File: src/leaf_params.svh
`ifndef LEAF_PARAMS_SVH
`define LEAF_PARAMS_SVH

`default_nettype none

// ------------------------------------------------------------
// packet geometry
// ------------------------------------------------------------
`define LEAF_PACKET_BITS 49   // one valid bit over a 48-bit body.
`define LEAF_PAYLOAD_BITS 32

// ------------------------------------------------------------
// kernel ports and buffering
// ------------------------------------------------------------
`define LEAF_NUM_IN_PORTS 3
`define LEAF_NUM_OUT_PORTS 4

// entries in each input queue.
`define LEAF_QUEUE_DEPTH 8

`default_nettype wire

`endif
File: src/leaf_pkg.sv
`include "leaf_params.svh"

`default_nettype none

package leaf_pkg;

    localparam int LEAF_BITS = 5;
    localparam int PORT_BITS = 4;
    localparam int BODY_BITS = `LEAF_PACKET_BITS - 1;
    localparam int DATA_SPARE_BITS = BODY_BITS - LEAF_BITS - PORT_BITS - `LEAF_PAYLOAD_BITS;
    localparam int CFG_FIELD_BITS = PORT_BITS + LEAF_BITS + PORT_BITS + 3;
    localparam int CFG_SPARE_BITS = BODY_BITS - LEAF_BITS - PORT_BITS - CFG_FIELD_BITS;

    // ------------------------------------------------------------
    // packet bodies
    // ------------------------------------------------------------
    typedef struct packed {
        logic [LEAF_BITS-1:0]          dst_leaf;
        logic [PORT_BITS-1:0]          dst_port;   // 1 to 3 selects a kernel input.
        logic [DATA_SPARE_BITS-1:0]    spare;
        logic [`LEAF_PAYLOAD_BITS-1:0] payload;
    } data_body_t;

    // the spare field fills the config body out to the full 48 bits.
    typedef struct packed {
        logic [LEAF_BITS-1:0]      dst_leaf;
        logic [PORT_BITS-1:0]      dst_port;       // zero marks a config packet.
        logic [CFG_SPARE_BITS-1:0] spare;
        logic [PORT_BITS-1:0]      cfg_out_port;
        logic [LEAF_BITS-1:0]      cfg_dst_leaf;
        logic [PORT_BITS-1:0]      cfg_dst_port;
        logic [2:0]                pad;
    } config_body_t;

    typedef union packed {
        data_body_t   data;
        config_body_t cfg;
    } packet_body_u;

    typedef struct packed {
        logic         vld;
        packet_body_u body;
    } leaf_packet_t;

    // ------------------------------------------------------------
    // routing and kernel streams
    // ------------------------------------------------------------
    typedef struct packed {
        logic [LEAF_BITS-1:0] dst_leaf;
        logic [PORT_BITS-1:0] dst_port;
    } route_t;

    typedef struct packed {
        logic                          vld;
        logic [`LEAF_PAYLOAD_BITS-1:0] data;
    } stream_t;

endpackage

`default_nettype wire

File: src/leaf_top.sv
`include "leaf_params.svh"

`default_nettype none

module leaf_top
    import leaf_pkg::*;
(
    input  logic         clk,
    input  logic         rst_n,
    input  leaf_packet_t pkt_in,
    output leaf_packet_t pkt_out,
    input  logic         resend,
    output logic [15:0]  drop_count
);

    // ------------------------------------------------------------
    // internal streams
    // ------------------------------------------------------------
    stream_t [`LEAF_NUM_IN_PORTS-1:0]  in_stream;
    logic [`LEAF_NUM_IN_PORTS-1:0]     in_ack;
    stream_t [`LEAF_NUM_OUT_PORTS-1:0] out_stream;
    logic [`LEAF_NUM_OUT_PORTS-1:0]    out_ack;
    route_t [`LEAF_NUM_OUT_PORTS-1:0]  route_table;

    // tree packets in, payloads queued per kernel input.
    leaf_packet_rx packet_rx0 (
        .clk         (clk),
        .rst_n       (rst_n),
        .pkt_in      (pkt_in),
        .in_stream   (in_stream),
        .in_ack      (in_ack),
        .route_table (route_table),
        .drop_count  (drop_count)
    );

    leaf_user_kernel user_kernel0 (
        .clk        (clk),
        .rst_n      (rst_n),
        .in_stream  (in_stream),
        .in_ack     (in_ack),
        .out_stream (out_stream),
        .out_ack    (out_ack)
    );

    // results packed back into tree packets with the configured routes.
    leaf_packet_tx packet_tx0 (
        .clk         (clk),
        .rst_n       (rst_n),
        .out_stream  (out_stream),
        .out_ack     (out_ack),
        .route_table (route_table),
        .resend      (resend),
        .pkt_out     (pkt_out)
    );

endmodule

`default_nettype wire

File: src/leaf_packet_tx.sv
`include "leaf_params.svh"

`default_nettype none

module leaf_packet_tx
    import leaf_pkg::*;
(
    input  logic                                clk,
    input  logic                                rst_n,
    input  stream_t [`LEAF_NUM_OUT_PORTS-1:0]   out_stream,
    output logic [`LEAF_NUM_OUT_PORTS-1:0]      out_ack,
    input  route_t [`LEAF_NUM_OUT_PORTS-1:0]    route_table,
    input  logic                                resend,
    output leaf_packet_t                        pkt_out
);

    localparam int NUM_OUT = `LEAF_NUM_OUT_PORTS;
    localparam int OUT_BITS = $clog2(NUM_OUT);

    logic [NUM_OUT-1:0]            hold_vld;
    logic [`LEAF_PAYLOAD_BITS-1:0] hold_data [NUM_OUT];
    logic [NUM_OUT-1:0]            accept;
    logic [OUT_BITS-1:0]           rr_ptr;
    logic [OUT_BITS-1:0]           sel;
    logic [OUT_BITS-1:0]           idx;
    logic                          send;
    data_body_t                    tx_body;
    leaf_packet_t                  pkt_next;
    leaf_packet_t                  pkt_q;

    // ------------------------------------------------------------
    // holding registers
    // ------------------------------------------------------------
    assign out_ack = ~hold_vld;   // a port is acked only while its holding register is empty.

    always_comb begin
        for (int i = 0; i < NUM_OUT; i++) begin
            accept[i] = out_stream[i].vld && out_ack[i];
        end
    end

    always_ff @(posedge clk) begin
        if (!rst_n) begin
            hold_vld <= '0;
        end else begin
            for (int i = 0; i < NUM_OUT; i++) begin
                if (accept[i]) begin
                    hold_vld[i] <= 1'b1;
                end else if (send && (sel == OUT_BITS'(i))) begin
                    hold_vld[i] <= 1'b0;
                end
            end
        end
    end

    always_ff @(posedge clk) begin
        for (int i = 0; i < NUM_OUT; i++) begin
            if (accept[i]) begin
                hold_data[i] <= out_stream[i].data;
            end
        end
    end

    // ------------------------------------------------------------
    // round-robin pick and packet build
    // ------------------------------------------------------------
    // the search runs backwards so the port nearest rr_ptr wins.
    always_comb begin
        sel = rr_ptr;
        idx = rr_ptr;
        for (int k = NUM_OUT - 1; k >= 0; k--) begin
            idx = rr_ptr + OUT_BITS'(k);
            if (hold_vld[idx]) begin
                sel = idx;
            end
        end
    end

    assign send = !resend && |hold_vld;

    always_comb begin
        tx_body.dst_leaf = route_table[sel].dst_leaf;
        tx_body.dst_port = route_table[sel].dst_port;
        tx_body.spare = '0;
        tx_body.payload = hold_data[sel];
        pkt_next = '0;
        if (send) begin
            pkt_next.vld = 1'b1;
            pkt_next.body.data = tx_body;
        end
    end

    // ------------------------------------------------------------
    // output register
    // ------------------------------------------------------------
    // while resend is high the registered word is held until it can be shown.
    always_ff @(posedge clk) begin
        if (!rst_n) begin
            pkt_q <= '0;
            rr_ptr <= '0;
        end else if (!resend) begin
            pkt_q <= pkt_next;
            if (send) rr_ptr <= sel + 1'b1;   // move past the port just sent.
        end
    end

    assign pkt_out = resend ? '0 : pkt_q;

endmodule

`default_nettype wire

File: src/leaf_user_kernel.sv
`include "leaf_params.svh"

`default_nettype none

module leaf_user_kernel
    import leaf_pkg::*;
(
    input  logic                                clk,
    input  logic                                rst_n,
    input  stream_t [`LEAF_NUM_IN_PORTS-1:0]    in_stream,
    output logic [`LEAF_NUM_IN_PORTS-1:0]       in_ack,
    output stream_t [`LEAF_NUM_OUT_PORTS-1:0]   out_stream,
    input  logic [`LEAF_NUM_OUT_PORTS-1:0]      out_ack
);

    localparam int NUM_OUT = `LEAF_NUM_OUT_PORTS;

    logic                          fire_a;
    logic                          fire_b;
    logic [NUM_OUT-1:0]            load;
    logic [NUM_OUT-1:0]            out_vld;
    logic [`LEAF_PAYLOAD_BITS-1:0] out_data [NUM_OUT];
    logic [`LEAF_PAYLOAD_BITS-1:0] result [NUM_OUT];
    logic [`LEAF_PAYLOAD_BITS-1:0] run_sum;

    // ------------------------------------------------------------
    // handshake
    // ------------------------------------------------------------
    // in 1 and in 2 are consumed as a pair, and only into empty outputs.
    assign fire_a = in_stream[0].vld && in_stream[1].vld && !out_vld[0] && !out_vld[1];
    assign fire_b = in_stream[2].vld && !out_vld[2] && !out_vld[3];

    assign in_ack = {fire_b, fire_a, fire_a};
    assign load = {fire_b, fire_b, fire_a, fire_a};

    // ------------------------------------------------------------
    // arithmetic
    // ------------------------------------------------------------
    assign result[0] = in_stream[0].data + in_stream[1].data;
    assign result[1] = in_stream[0].data - in_stream[1].data;
    assign result[2] = in_stream[2].data;
    assign result[3] = run_sum + in_stream[2].data;   // includes the word taken now.

    always_ff @(posedge clk) begin
        if (!rst_n) begin
            run_sum <= '0;
        end else if (fire_b) begin
            run_sum <= result[3];
        end
    end

    // ------------------------------------------------------------
    // output registers
    // ------------------------------------------------------------
    always_ff @(posedge clk) begin
        if (!rst_n) begin
            out_vld <= '0;
        end else begin
            for (int i = 0; i < NUM_OUT; i++) begin
                if (load[i]) begin
                    out_vld[i] <= 1'b1;
                end else if (out_ack[i]) begin
                    out_vld[i] <= 1'b0;
                end
            end
        end
    end

    always_ff @(posedge clk) begin
        for (int i = 0; i < NUM_OUT; i++) begin
            if (load[i]) begin
                out_data[i] <= result[i];
            end
        end
    end

    always_comb begin
        for (int i = 0; i < NUM_OUT; i++) begin
            out_stream[i] = '{vld: out_vld[i], data: out_data[i]};
        end
    end

endmodule

`default_nettype wire

File: src/leaf_packet_rx.sv
`include "leaf_params.svh"

`default_nettype none

module leaf_packet_rx
    import leaf_pkg::*;
(
    input  logic                                clk,
    input  logic                                rst_n,
    input  leaf_packet_t                        pkt_in,
    output stream_t [`LEAF_NUM_IN_PORTS-1:0]    in_stream,
    input  logic [`LEAF_NUM_IN_PORTS-1:0]       in_ack,
    output route_t [`LEAF_NUM_OUT_PORTS-1:0]    route_table,
    output logic [15:0]                         drop_count
);

    localparam int NUM_IN = `LEAF_NUM_IN_PORTS;
    localparam int NUM_OUT = `LEAF_NUM_OUT_PORTS;
    localparam int DEPTH = `LEAF_QUEUE_DEPTH;
    localparam int PTR_BITS = $clog2(DEPTH);
    localparam int OUT_BITS = $clog2(NUM_OUT);

    logic                pkt_vld_q;
    packet_body_u        pkt_body_q;
    data_body_t          data_body;
    config_body_t        cfg_body;
    logic                is_data;
    logic                is_cfg;
    logic                cfg_wr;
    logic                bad_port;
    logic                drop;
    logic [OUT_BITS-1:0] cfg_idx;
    logic [NUM_IN-1:0]   push_req;
    logic [NUM_IN-1:0]   push;
    logic [NUM_IN-1:0]   pop;
    logic [NUM_IN-1:0]   full;

    function automatic logic [PTR_BITS-1:0] next_ptr(input logic [PTR_BITS-1:0] ptr);
        return (ptr == PTR_BITS'(DEPTH - 1)) ? '0 : ptr + 1'b1;
    endfunction

    // ------------------------------------------------------------
    // input register and decode
    // ------------------------------------------------------------
    always_ff @(posedge clk) begin
        if (!rst_n) begin
            pkt_vld_q <= 1'b0;
        end else begin
            pkt_vld_q <= pkt_in.vld;
        end
    end

    always_ff @(posedge clk) begin
        pkt_body_q <= pkt_in.body;
    end

    assign data_body = pkt_body_q.data;   // same bits, read two ways.
    assign cfg_body = pkt_body_q.cfg;
    assign is_cfg = pkt_vld_q && (data_body.dst_port == '0);
    assign is_data = pkt_vld_q && (data_body.dst_port != '0);
    assign bad_port = is_data && (data_body.dst_port > PORT_BITS'(NUM_IN));

    always_comb begin
        for (int i = 0; i < NUM_IN; i++) begin
            push_req[i] = is_data && (data_body.dst_port == PORT_BITS'(i + 1));
        end
    end

    // a full queue refuses the word even if it pops in the same cycle.
    assign push = push_req & ~full;
    assign drop = bad_port || |(push_req & full);

    // ------------------------------------------------------------
    // config table and drop counter
    // ------------------------------------------------------------
    // entries outside 1 to 4 are ignored.
    assign cfg_wr = is_cfg && (cfg_body.cfg_out_port != '0) &&
                    (cfg_body.cfg_out_port <= PORT_BITS'(NUM_OUT));
    assign cfg_idx = OUT_BITS'(cfg_body.cfg_out_port - 1'b1);

    always_ff @(posedge clk) begin
        if (!rst_n) begin
            route_table <= '0;
        end else if (cfg_wr) begin
            route_table[cfg_idx] <= '{dst_leaf: cfg_body.cfg_dst_leaf,
                                      dst_port: cfg_body.cfg_dst_port};
        end
    end

    always_ff @(posedge clk) begin
        if (!rst_n) begin
            drop_count <= '0;
        end else if (drop && (drop_count != 16'hffff)) begin
            drop_count <= drop_count + 16'd1;   // saturates at the top.
        end
    end

    // ------------------------------------------------------------
    // per-port queues with show-ahead read
    // ------------------------------------------------------------
    for (genvar i = 0; i < NUM_IN; i++) begin : g_queue
        logic [`LEAF_PAYLOAD_BITS-1:0] mem [DEPTH];
        logic [PTR_BITS-1:0]           wr_ptr;
        logic [PTR_BITS-1:0]           rd_ptr;
        logic [PTR_BITS:0]             count;

        assign full[i] = (count == (PTR_BITS + 1)'(DEPTH));
        assign pop[i] = in_stream[i].vld && in_ack[i];
        assign in_stream[i] = '{vld: (count != '0), data: mem[rd_ptr]};

        always_ff @(posedge clk) begin
            if (push[i]) begin
                mem[wr_ptr] <= data_body.payload;
            end
        end

        always_ff @(posedge clk) begin
            if (!rst_n) begin
                wr_ptr <= '0;
                rd_ptr <= '0;
                count <= '0;
            end else begin
                if (push[i]) wr_ptr <= next_ptr(wr_ptr);
                if (pop[i]) rd_ptr <= next_ptr(rd_ptr);
                if (push[i] && !pop[i]) begin
                    count <= count + 1'b1;
                end else if (pop[i] && !push[i]) begin
                    count <= count - 1'b1;
                end
            end
        end
    end

endmodule

`default_nettype wire

File: config.mk
export PLATFORM = sky130hd
export DESIGN_NAME = leaf_top
export DESIGN_NICKNAME = d
export VERILOG_FILES = /design/src/leaf_pkg.sv /design/src/leaf_top.sv /design/src/leaf_packet_tx.sv /design/src/leaf_user_kernel.sv /design/src/leaf_packet_rx.sv
export VERILOG_INCLUDE_DIRS = /design/src
export SDC_FILE = /design/constraint.sdc
export NUM_CORES = 1
export LEC_CHECK = 0
export BUFFER_PORTS_ARGS = -buffer_cell sky130_fd_sc_hd__buf_2
export CAP_MARGIN = 0
export CORE_UTILIZATION = 35
export CTS_CLUSTER_SIZE = 28
export DETAILED_ROUTE_END_ITERATION = 8
export SKIP_LAST_GASP = 1
export SLEW_MARGIN = 20
export SYNTH_ARGS = -nofsm -noshare
export SYNTH_HDL_FRONTEND = slang
export SYNTH_SLANG_ARGS = --single-unit
File: constraint.sdc
create_clock -name clk -period 6.1 [get_ports clk]
set_clock_uncertainty 0.2 [all_clocks]
set_input_delay 1.22 -clock clk [delete_from_list [all_inputs] [get_ports clk]]
set_output_delay 1.22 -clock clk [all_outputs]
set_load 0.1 [all_outputs]
## Word level (Yosys, flattened, before mapping)

Memories as Yosys holds them, arrays and structs flattened. A register that Yosys moved wholly into a read port is not among the register bits.
Index checks and enable logic that the tools add are counted.

- Flip-flop bits (word level): 217
- RAM bits: 1024
- Input bits: 52
- Output and inout port bits: 65
- Logic and storage cells: 225
- Memories: 5

- Add/sub/neg operators: 21
- $lt $le $gt $ge: 9
- Equality and inequality tests: 16
- Multiplexer cells: 71
- Bitwise logic cells: 5
- Reduce and logical (&&, ||, !) cells: 66

Memories:

| name | depth | bits a word | rd ports | clocked after Yosys merged registers in | wr ports | RTL line | source |
|---|---|---|---|---|---|---|---|
| packet_rx0.g_queue[0].mem | 8 | 32 | 1 | 1 | 1 | leaf_packet_rx.sv:102 | `` logic [`LEAF_PAYLOAD_BITS-1:0] mem [DEPTH]; `` |
| packet_rx0.g_queue[1].mem | 8 | 32 | 1 | 1 | 1 | leaf_packet_rx.sv:102 |  |
| packet_rx0.g_queue[2].mem | 8 | 32 | 1 | 1 | 1 | leaf_packet_rx.sv:102 |  |
| packet_tx0.hold_data | 4 | 32 | 1 | 0 | 4 | leaf_packet_tx.sv:21 | `` logic [`LEAF_PAYLOAD_BITS-1:0] hold_data [NUM_OUT]; `` |
| user_kernel0.out_data | 4 | 32 | 4 | 0 | 4 | leaf_user_kernel.sv:22 | `` logic [`LEAF_PAYLOAD_BITS-1:0] out_data [NUM_OUT]; `` |

Operators by type and width:

| kind | count |
|---|---|
| two-way mux 49 bit | 2 |
| adder 32 bit | 2 |
| two-way mux 1 bit | 38 |
| bitwise mux 36 bit | 1 |
| two-way mux 3 bit | 12 |
| logical AND 1 bit | 33 |
| subtractor 32 bit | 1 |
| two-way mux 4 bit | 6 |
| nonzero test 2 bit | 11 |
| nonzero test 4 bit | 5 |
| adder 3 x 1 -> 3 bit (second input constant) | 6 |
| binary-select mux 9 bit (select 2 bit) | 1 |
| demux 9 bit (select 2 bit) | 1 |
| equality test 3 bit (second input constant) | 6 |
| less-than comparator 2 x 3 -> 1 bit (second input constant) | 6 |
| two-way mux 9 bit | 2 |
| adder 16 x 1 -> 16 bit (second input constant) | 1 |
| != test 16 bit (second input constant) | 1 |
| adder 4 x 1 -> 4 bit (second input constant) | 3 |
| equality test 4 bit (second input constant) | 3 |
| subtractor 4 x 1 -> 4 bit (second input constant) | 3 |
| logical NOT 1 bit | 11 |
| binary-select mux 1 bit (select 2 bit) | 4 |
| equality test 4 x 2 -> 1 bit (second input constant) | 2 |
| 20 further kinds | 27 |

## Logic depth before layout (Yosys ltp)

Gate-level depths: netlist (run 1).

- Word-level depth: 11
- Gate-level depth with buffers: 18
- Depth with buffers taken out: 16

## Modules after synthesis

Synthesis (run 1) repeated with hierarchy kept, for this count alone.

- Cell total of the unflattened synthesis: 3255
- Area total of the unflattened synthesis: 51418.1 um2

Modules (own cells, without submodules):

| module | instances | cells an instance | area each (um2) | sequential area each (um2) |
|---|---|---|---|---|
| leaf_packet_rx | 1 | 1631 | 33555.9 | 25624.6 |
| leaf_user_kernel | 1 | 1042 | 10283.6 | 4534.3 |
| leaf_packet_tx | 1 | 582 | 7578.5 | 4804.6 |

## Worst setup path before layout (run 1)

OpenSTA, ideal clock, no wires.

- Path type: flip-flop to flip-flop
- Start point: register with a tool-made name
- End point: memory user_kernel0.out_data[0][31] in the netlist's numbering (data pin)
- Arrival: 4446 ps
- Required time: 5633 ps
- Setup slack: 1187 ps
- Cell stages (with the launch flop): 17
- Period minus slack after synthesis: 4913 ps
- Path through: dfxtp_1 -> clkbuf_1 -> buf_1 -> mux4_2 -> mux2i_1 -> inv_1 -> ha_1 -> inv_1 -> a21oi_4 -> o311ai_1 -> o41a_1 -> a211oi_2 -> o21ai_2 -> a311o_1 -> a311o_2 -> a311oi_2 -> xor2_1

RTL lines:

| what | RTL line |
|---|---|
| end: declaration | leaf_user_kernel.sv:22 |

==> results.toml, run 1 <==
[outcome]
status = "finished clean"

[synthesis]
synth_area_leaders = "edfxtp_1 (62%), mux4_2 (11%), dfxtp_1 (8.5%), ha_1 (3.0%), mux2i_1 (1.6%)"
synth_edf_count = 1023
postSynthAreaPerCell_um2 = 17.0
netlist_instances = 2944
ys_ff_latch = 1235
synthFlopType = "edfxtp_1"
async_reset_ff_frac = 0
yosysWarningCount = 0
synth_cell_types = 79
synth_top_area_cell = "edfxtp_1"
ys_seq_area_frac = 0.700
yosys.area.top_type_share = 0.615
synthMostInstantiatedCell = "edfxtp_1"
yosys-top-cells-count = "edfxtp_1 (1023), mux4_2 (233), dfxtp_1 (212), nor2_1 (201), a21oi_1 (137)"
syn-cell-area_mm2 = 0.0499

[clock_tree]
cts_resized = 0
cts_setup_buffers = 0
ctsRootBufferMaster = "clkbuf_16"
clock_sinks = 1235
cts_buffers = 130
hold_buffers = 0
clk_latency_ns = 0.76
tritoncts = "done"
clk_pin_slew_ns = 0.06
cts-htree-levels = 4
clk_path_buf_depth = 3

[sta]
fin_crit_sh = 0.842
layout_min_cycle_time_ns = 5.13
hold_violations = 0
fin_tns_setup_ns = 0
timing.fmax_mhz = 195
max-slew-margin-rel = 0.287
rsz0062_at_grt = "no"
final-max-slew-violation-count = 0
setup_viol = 0
worstMarginPinSlew_ns = 1.07

[die]
die_area_mm2 = 0.144
num_rows = 138
die_y_um = 380
die_width_um = 380
boundaryPins = 117
start_util = 0.353
core_mm2 = 0.142

[placed_design]
dpl.hpwl_mm = 69.9
dpl_cell_area_mm2 = 0.0530
portBuffers = 97
place.gp.congestion = 0.868

[flow_run]
drv_cap = 0

[detailed_routing]
wl_per_cell_um = 21.8
viasPerCell = 5.05
routed_wl_mm = 111
drc_errors = 0
drtIter0Drc = 2111
vias = 25800
firstDrtPassIters = 5
antenna_left = 0

[global_routing]
grt_pass1_wl_mm = 166
gr-total-overflow = 0
antenna_found_initial = 10
grt_max_degree = 75
grt_use_total = 0.153
first_global_vias = 25700

[cells_and_area]
nNetsFinal = 3289
seqCellArea_mm2 = 0.0350
fill_cells = 12800
design_area_mm2 = 0.0571
syn_to_final_growth_pct = 14.4
diodes = 0
multi_input_area_mm2 = 0.0142
drive_gt1_frac = 0.221

[pwr]
vdd_ir_drop_max_mv = 0.300
swShare = 0.276
power_density_mw_per_mm2 = 381
leakagePower_uw = 0.0190
pwr-share-seq = 0.474
combinationalPowerShare = 0.173
p_clk_frac = 0.354
p_switching_uw = 6010
intPower_uw = 15700

[critical_path]
crit_type = "register to register"
crit_arrival_ns = 5.43
cp_max_fo = 18
path_cells = "buf_4 -> mux4_2 -> mux2_2 -> ha_1 -> inv_1 -> fa_1 -> o21ba_1 -> or4_1 -> o211ai_1 -> a21boi_1 -> buf_4 -> o31ai_2 -> a21oi_1 -> o41ai_2 -> a21oi_1 -> o21bai_1 -> xnor2_1"
endpoint_kind = "register"
slowest_stage = "dfxtp_4"
max_stage_delay_ns = 0.58
startpoint_type = "register"
cpLargestDelayFamily = "compound AO/OA/AOI/OAI gates"
critPathRequiredTime_ns = 6.40
path_buf_inv = 3

[hold_path]
hp-class = "register to register"
-- state kept, by name, summed over array words and instances (netlist names), named ones only --
register / cells
packet_tx0.rr_ptr: 2
packet_rx0.g_queue.wr_ptr: 9
packet_rx0.route_table: 36
packet_rx0.cfg_body: 36
packet_rx0.pkt_vld_q: 1
packet_rx0.g_queue.mem: 768
user_kernel0.out_data: 127
user_kernel0.out_vld: 4
packet_tx0.hold_data: 128
packet_tx0.pkt_q: 42
packet_tx0.hold_vld: 4
packet_rx0.g_queue.count: 12
packet_rx0.drop_count: 16
packet_rx0.g_queue.rd_ptr: 9
user_kernel0.run_sum: 32
-- power by group through the flow --
stage          sequential [µW]  clock (µW)  combinational [µW]
2_1_floorplan            10300           0                2890
5_1_grt                  10400        8230                4120
3_5_place_dp             10500           0                3780
3_3_place_gp             10500           0                3750
6_report                 10300        7700                3760
4_1_cts                  10300        7900                3800
-- cell usage in the layout (no fill, tap or decap), drive strengths merged, types with 29 or more instances in the layout --
cell type | Yosys | routed
nand2 | 129 | 129
inv | 93 | 102
a22oi | 42 | 42
clkbuf | 94 | 168
nor2b | 57 | 57
mux2i | 82 | 82
a21oi | 138 | 138
edfxtp | 1023 | 1023
mux2 | 60 | 60
a21o | 29 | 29
nor2 | 201 | 201
buf | 47 | 171
mux4 | 233 | 233
dfxtp | 212 | 212
xnor2 | 75 | 75
clkinv | 0 | 54
nor3 | 30 | 30
o21ai | 53 | 53
xor2 | 35 | 35
ha | 119 | 119
-- cell type report --
type / instances / share of cell area
inverter: 93 / 0.00617
clock buffer: 168 / 0.0603
tap: 1890 / 0.0414
multi-input combinational: 1481 / 0.248
clock inverter: 71 / 0.0129
timing repair buffer: 171 / 0.0189
sequential: 1235 / 0.612
-- worst paths after layout --
path	startpoint	depth (start not counted)	endpoint	slack, ns
worst max-delay path	register	17	user_kernel0.out_data[0][30]	0.97
worst min-delay path	user_kernel0.out_data[3][1]	0	packet_tx0.hold_data[3][1]	0.21
worst max register to register	register	17	user_kernel0.out_data[0][30]	0.97
worst min register to register	user_kernel0.out_data[3][1]	0	packet_tx0.hold_data[3][1]	0.21
-- layer usage --
layer | share of wire | vias up | GRT usage
met2 | 0.45 | 628 | 0.237
li1 | - | 11700 | -
met1 | 0.47 | 13300 | 0.219
met3 | 0.049 | 167 | 0.0285
met4 | 0.024 | 6 | 0.0488
met5 | 0.00032 | - | 0
-- through the flow --
stage | utilization | hold slack [ns] | power, µW | cells | setup WS (ns)
4_1_cts | 0.404 | 0.213 | 22000 | 5109 | 0.911
2_1_floorplan | - | 0.200 | 13200 | 2950 | 1.19
5_1_grt | 0.404 | 0.220 | 22700 | 5109 | 0.577
6_report | 0.404 | 0.210 | 21800 | 5109 | 0.966
3_3_place_gp | 0.374 | 0.200 | 14200 | 4870 | 0.923
3_5_place_dp | 0.374 | 0.205 | 14300 | 4870 | 0.916
-- worst register-to-register path: stages (launching register included) --
cell	delay, ns
dfxtp_4	0.58
buf_4	0.33
mux4_2	0.26
mux2_2	0.23
ha_1	0.24
inv_1	0.08
fa_1	0.47
o21ba_1	0.21
or4_1	0.40
o211ai_1	0.21
a21boi_1	0.16
buf_4	0.19
o31ai_2	0.32
a21oi_1	0.18
o41ai_2	0.44
a21oi_1	0.12
o21bai_1	0.17
xnor2_1	0.08
-- cell families after synthesis --
| logic type | synth area share |
|---|---|
| adders and majority gates | 0.0322 |
| and+or+nand+nor | 0.0471 |
| DFF | 0.700 |
| other | 0.0000751 |
| buffers and inverters | 0.0206 |
| xor gates and xnor gates | 0.0193 |
| muxes | 0.135 |
| AOI/OAI and AO/OA | 0.0457 |
No activity file was read; power rests on OpenSTA's default activity.
==> inputs of run 2 (changes only) <==
Clock period 6.1 ns to 5.4 ns, I/O delays scaled along.
==> results.toml, run 2 (synthesized netlist as in run 1, its figures left out) <==
[cells_and_area]
most-common-layout-cells = "edfxtp_1 (1023), mux4_2 (233), dfxtp_1 (198)"
drive_gt1_frac = 0.229
syn_to_final_growth_pct = 15.1
largest_register_ffs = 768
final_common_cell = "edfxtp_1"
design_area_mm2 = 0.0575
regMostFlops = "packet_rx0.g_queue.mem"
reg.largest.list = "packet_rx0.g_queue.mem (768), packet_tx0.hold_data (128), user_kernel0.out_data (127)"
final_core_util = 0.406
nNetsFinal = 3311

[global_routing]
gr-total-overflow = 0
antenna_found_initial = 7
grt_use_total = 0.155
grt_max_degree = 85
grt_pass1_wl_mm = 167
first_global_vias = 26000

[sta]
fin_crit_sh = 0.926
layout_min_cycle_time_ns = 5.00
timing.fmax_mhz = 200
rsz0062_at_grt = "no"
setup_viol = 0
max-slew-margin-rel = 0.217
worst_slack_ns = 0.400
hold_violations = 0
worstMarginPinSlew_ns = 1.17
fin_tns_setup_ns = 0
final-max-slew-violation-count = 0
holdWs_ns = 0.205

[clock_tree]
clk_latency_ns = 0.75
clk_path_buf_depth = 3
hold_buffers = 0
ctsRootBufferMaster = "clkbuf_16"
clk_pin_slew_ns = 0.06
cts_buffers = 132
cts_resized = 0
tritoncts = "done"
clock_sinks = 1235
cts-htree-levels = 4
cts_setup_buffers = 0

[critical_path]
slowest_stage = "mux4_2"
critPathRequiredTime_ns = 5.68
startpoint_type = "register"
path_buf_inv = 1
cp_max_fo = 17
reg2reg_slack_ns = 0.40
r2r-end = "user_kernel0.out_data[1][29]"
crit_arrival_ns = 5.28
cpLargestDelayFamily = "compound AO/OA/AOI/OAI gates"
crit_type = "register to register"
path_cells = "buf_4 -> mux4_2 -> mux2i_1 -> ha_1 -> and4_1 -> nand2_1 -> nor3_1 -> o21ai_0 -> o21ai_1 -> a31oi_1 -> o31ai_1 -> a41oi_1 -> nor2b_1 -> xnor2_1"
endpoint_kind = "register"
max_stage_delay_ns = 0.54
r2r_cells = 14

[hold_path]
min_path_cells = 0
hp-class = "register to register"
hold_path.startpoint = "user_kernel0.out_data[2][9]"
min_to = "packet_tx0.hold_data[2][9]"

[detailed_routing]
firstDrtPassIters = 5
antenna_left = 0
vias = 25900
drc_errors = 0
wl_per_cell_um = 21.9
viasPerCell = 5.05
drtIter0Drc = 2268
routed_wl_mm = 112

[die]
die_y_um = 380
die_area_mm2 = 0.144
num_rows = 138
boundaryPins = 117
die_width_um = 380
start_util = 0.353
core_mm2 = 0.142

[placed_design]
dpl.hpwl_mm = 71.0
place.gp.congestion = 0.872
portBuffers = 97
place_ws_ns = 0.367
dpl_cell_area_mm2 = 0.0531

[flow_run]
drv_cap = 0

[pwr]
leakagePower_uw = 0.0192
power_density_mw_per_mm2 = 434
vdd_ir_drop_max_mv = 0.358

[outcome]
status = "finished clean"
run 2: cell types whose count changed in the layout (fill, tap and decap cells not counted), moves of 4 or more:
| cell | change |
|---|---|
| clkinv_16 | -4 |
| clkinv_1 | -14 |
| bufinv_16 | +6 |
| clkbuf_1 | +7 |
| buf_4 | +19 |
run 2: metal layers:
metal  routed length [µm]  vias to the layer above  global-route usage
li1                     -                    11800                   -
met1                52300                    13300               0.223
met2                51400                      705               0.240
met3                 6110                      157              0.0256
met4                 2390                        0              0.0475
met5                    0                        -                   0
run 2: final cells by class:
class | count | area, µm²
Tap cell | 1890 | 2360
Multi-Input combinational cell | 1481 | 14200
Antenna cell | 2 | 5.00
Clock inverter | 63 | 774
Sequential cell | 1235 | 35000
Clock buffer | 180 | 3570
Fill cell | 12700 | 84100
Timing Repair Buffer | 191 | 1240
Inverter | 93 | 353
run 2: where the power goes:
group | total [µW] | switching [µW] | leakage [µW] | internal [µW]
clock | 9030 | 3780 | 0.00212 | 5250
sequential | 11600 | 362 | 0.0110 | 11300
combinational | 4300 | 2600 | 0.00615 | 1700
total | 25000 | 6740 | 0.0192 | 18200
run 2: worst max path at each step:
stage	end	slack (ns)	cells after the start
after floorplan	user_kernel0.out_data[0][31]	0.49	16
after global routing	user_kernel0.out_data[1][31]	0.08	14
after CTS	user_kernel0.out_data[0][30]	0.37	12
final	user_kernel0.out_data[1][29]	0.40	14
after detailed placement	user_kernel0.out_data[0][30]	0.37	12
after global placement	user_kernel0.out_data[1][29]	0.44	14
run 2: through the flow:
step / cells / total power (µW)
floorplan: 2950 / 14900
global placement: 4890 / 16100
detailed placement: 4890 / 16200
CTS: 5133 / 25200
global route: 5133 / 26000
finish: 5135 / 25000
==> inputs of run 3 (changes only) <==
Settings changed: CORE_MARGIN set to 2.
==> results.toml, run 3 (synthesized netlist as in run 1, its figures left out) <==
[clock_tree]
clock_sinks = 1235
cts-htree-levels = 3
clk_path_buf_depth = 3
cts_resized = 0
hold_buffers = 0
clk_latency_ns = 0.72
cts_setup_buffers = 0
tritoncts = "done"
cts_buffers = 121
ctsRootBufferMaster = "clkbuf_16"
clk_pin_slew_ns = 0.07

[sta]
layout_min_cycle_time_ns = 5.01
timing.fmax_mhz = 200
rsz0062_at_grt = "no"
hold_violations = 0
final-max-slew-violation-count = 0
max-slew-margin-rel = 0.302
setup_viol = 0
worstMarginPinSlew_ns = 1.05
fin_crit_sh = 0.927
fin_tns_setup_ns = 0

[critical_path]
crit_type = "register to register"
crit_arrival_ns = 5.44
r2r-end = "user_kernel0.run_sum[30]"
max_stage_delay_ns = 0.52
critPathRequiredTime_ns = 5.83
endpoint_kind = "register"
reg2reg_slack_ns = 0.39
slowest_stage = "dfxtp_4"
path_cells = "buf_4 -> mux4_2 -> mux2_2 -> ha_1 -> inv_1 -> fa_1 -> nor2b_1 -> o31a_1 -> o21ai_1 -> o211ai_1 -> a21oi_1 -> o211ai_1 -> a221oi_1 -> xnor2_1 -> nand2_1 -> a21oi_1"
r2r_cells = 16
startpoint_type = "register"
cp_max_fo = 13

[hold_path]
min_to = "packet_tx0.hold_data[0][3]"
hold_path.startpoint = "user_kernel0.out_data[0][3]"
hp-class = "register to register"
min_path_cells = 0

[detailed_routing]
drtIter0Drc = 2589
viasPerCell = 4.97
dr_wl_met2_mm = 49.7
routed_wl_mm = 109
drc_errors = 0
routed.top_layer = "met4"
firstDrtPassIters = 5
met3_length_mm = 5.66
vias = 25500
antenna_left = 0
wl_met1_mm = 51.6
wl_per_cell_um = 21.4

[die]
core_mm2 = 0.142
die_width_um = 382
die_y_um = 382
die_area_mm2 = 0.146
boundaryPins = 117
num_rows = 138
start_util = 0.353

[cells_and_area]
drive_gt1_frac = 0.232
syn_to_final_growth_pct = 15.0
largest_register_ffs = 768
nNetsFinal = 3304
design_area_mm2 = 0.0575
regMostFlops = "packet_rx0.g_queue.mem"
seqCellArea_mm2 = 0.0350
multi_input_area_mm2 = 0.0142
fill_cells = 12700
final_common_cell = "edfxtp_1"
most-common-layout-cells = "edfxtp_1 (1023), mux4_2 (233), dfxtp_1 (199)"
reg.largest.list = "packet_rx0.g_queue.mem (768), packet_tx0.hold_data (128), user_kernel0.out_data (127)"
final_core_util = 0.406

[pwr]
leakagePower_uw = 0.0192
p_total_uw = 24700
power_density_mw_per_mm2 = 430
vdd_ir_drop_max_mv = 0.316

[global_routing]
grt_use_total = 0.148
grt_pass1_wl_mm = 163
antenna_found_initial = 8
first_global_vias = 25400
grt_max_degree = 80
gr-total-overflow = 0

[placed_design]
portBuffers = 97
place.gp.congestion = 0.848
dpl.hpwl_mm = 70.5
dpl_cell_area_mm2 = 0.0532

[flow_run]
drv_cap = 0

[outcome]
status = "finished clean"
## run 3: changes by cell type in the layout (fill, tap and decap cells not counted), moves of 3 or more
cell	change
clkbuf_16	-10
clkinv_4	-4
clkinv_8	-4
clkinvlp_4	+4
bufinv_16	+6
clkinv_1	+3
buf_12	+3
diode_2	+3
clkinv_2	+5
clkbuf_1	-22
clkbuf_8	+4
## run 3: layout make-up
type | count | area share
well taps | 1890 | 0.0412
multi-input cells | 1481 | 0.247
flip-flops and latches | 1235 | 0.609
inverters | 93 | 0.00614
clock buffers | 154 | 0.0576
clock inverters | 72 | 0.0159
repair buffers | 195 | 0.0232
diodes | 5 | 0.000218
## run 3: layer usage
layer | up-vias | track usage
met3 | 142 | 0.0242
li1 | 11700 | -
met2 | 616 | 0.230
met4 | 0 | 0.0375
met5 | - | 0
met1 | 13000 | 0.218
## run 3: worst max-delay path, delay by kind of cell (launching register included)
family / cells / cell delay (ns)
and+or+nand+nor: 2 / 0.17
adders and majority gates: 2 / 0.46
buffers and inverters: 2 / 0.32
DFF: 1 / 0.52
AOI/OAI and AO/OA: 7 / 2.19
xor gates and xnor gates: 1 / 0.21
muxes: 2 / 0.84
## run 3: where the power goes
group          total (µW)  internal [µW]  switching, µW  leakage (µW)
clock network        8800           5180           3630       0.00206
registers           11600          11300            344        0.0110
logic                4310           1720           2590       0.00618
## run 3: worst max path at each step
stage | start | end | slack [ns] | depth (start not counted)
6_report | register | user_kernel0.run_sum[30] | 0.39 | 16
5_1_grt | register | user_kernel0.out_data[1][29] | 0.17 | 14
4_1_cts | register | user_kernel0.run_sum[30] | 0.42 | 16
3_5_place_dp | register | user_kernel0.out_data[1][29] | 0.44 | 14
3_3_place_gp | register | user_kernel0.out_data[0][31] | 0.45 | 13
2_1_floorplan | register | user_kernel0.out_data[0][31] | 0.49 | 16
## run 3: per-stage QoR
step | setup WS [ns] | instances | hold slack (ns)
finish | 0.395 | 5125 | 0.198
global route | 0.167 | 5120 | 0.212
CTS | 0.423 | 5119 | 0.199
detailed placement | 0.438 | 4893 | 0.205
global placement | 0.453 | 4893 | 0.200
floorplan | 0.487 | 2950 | 0.200
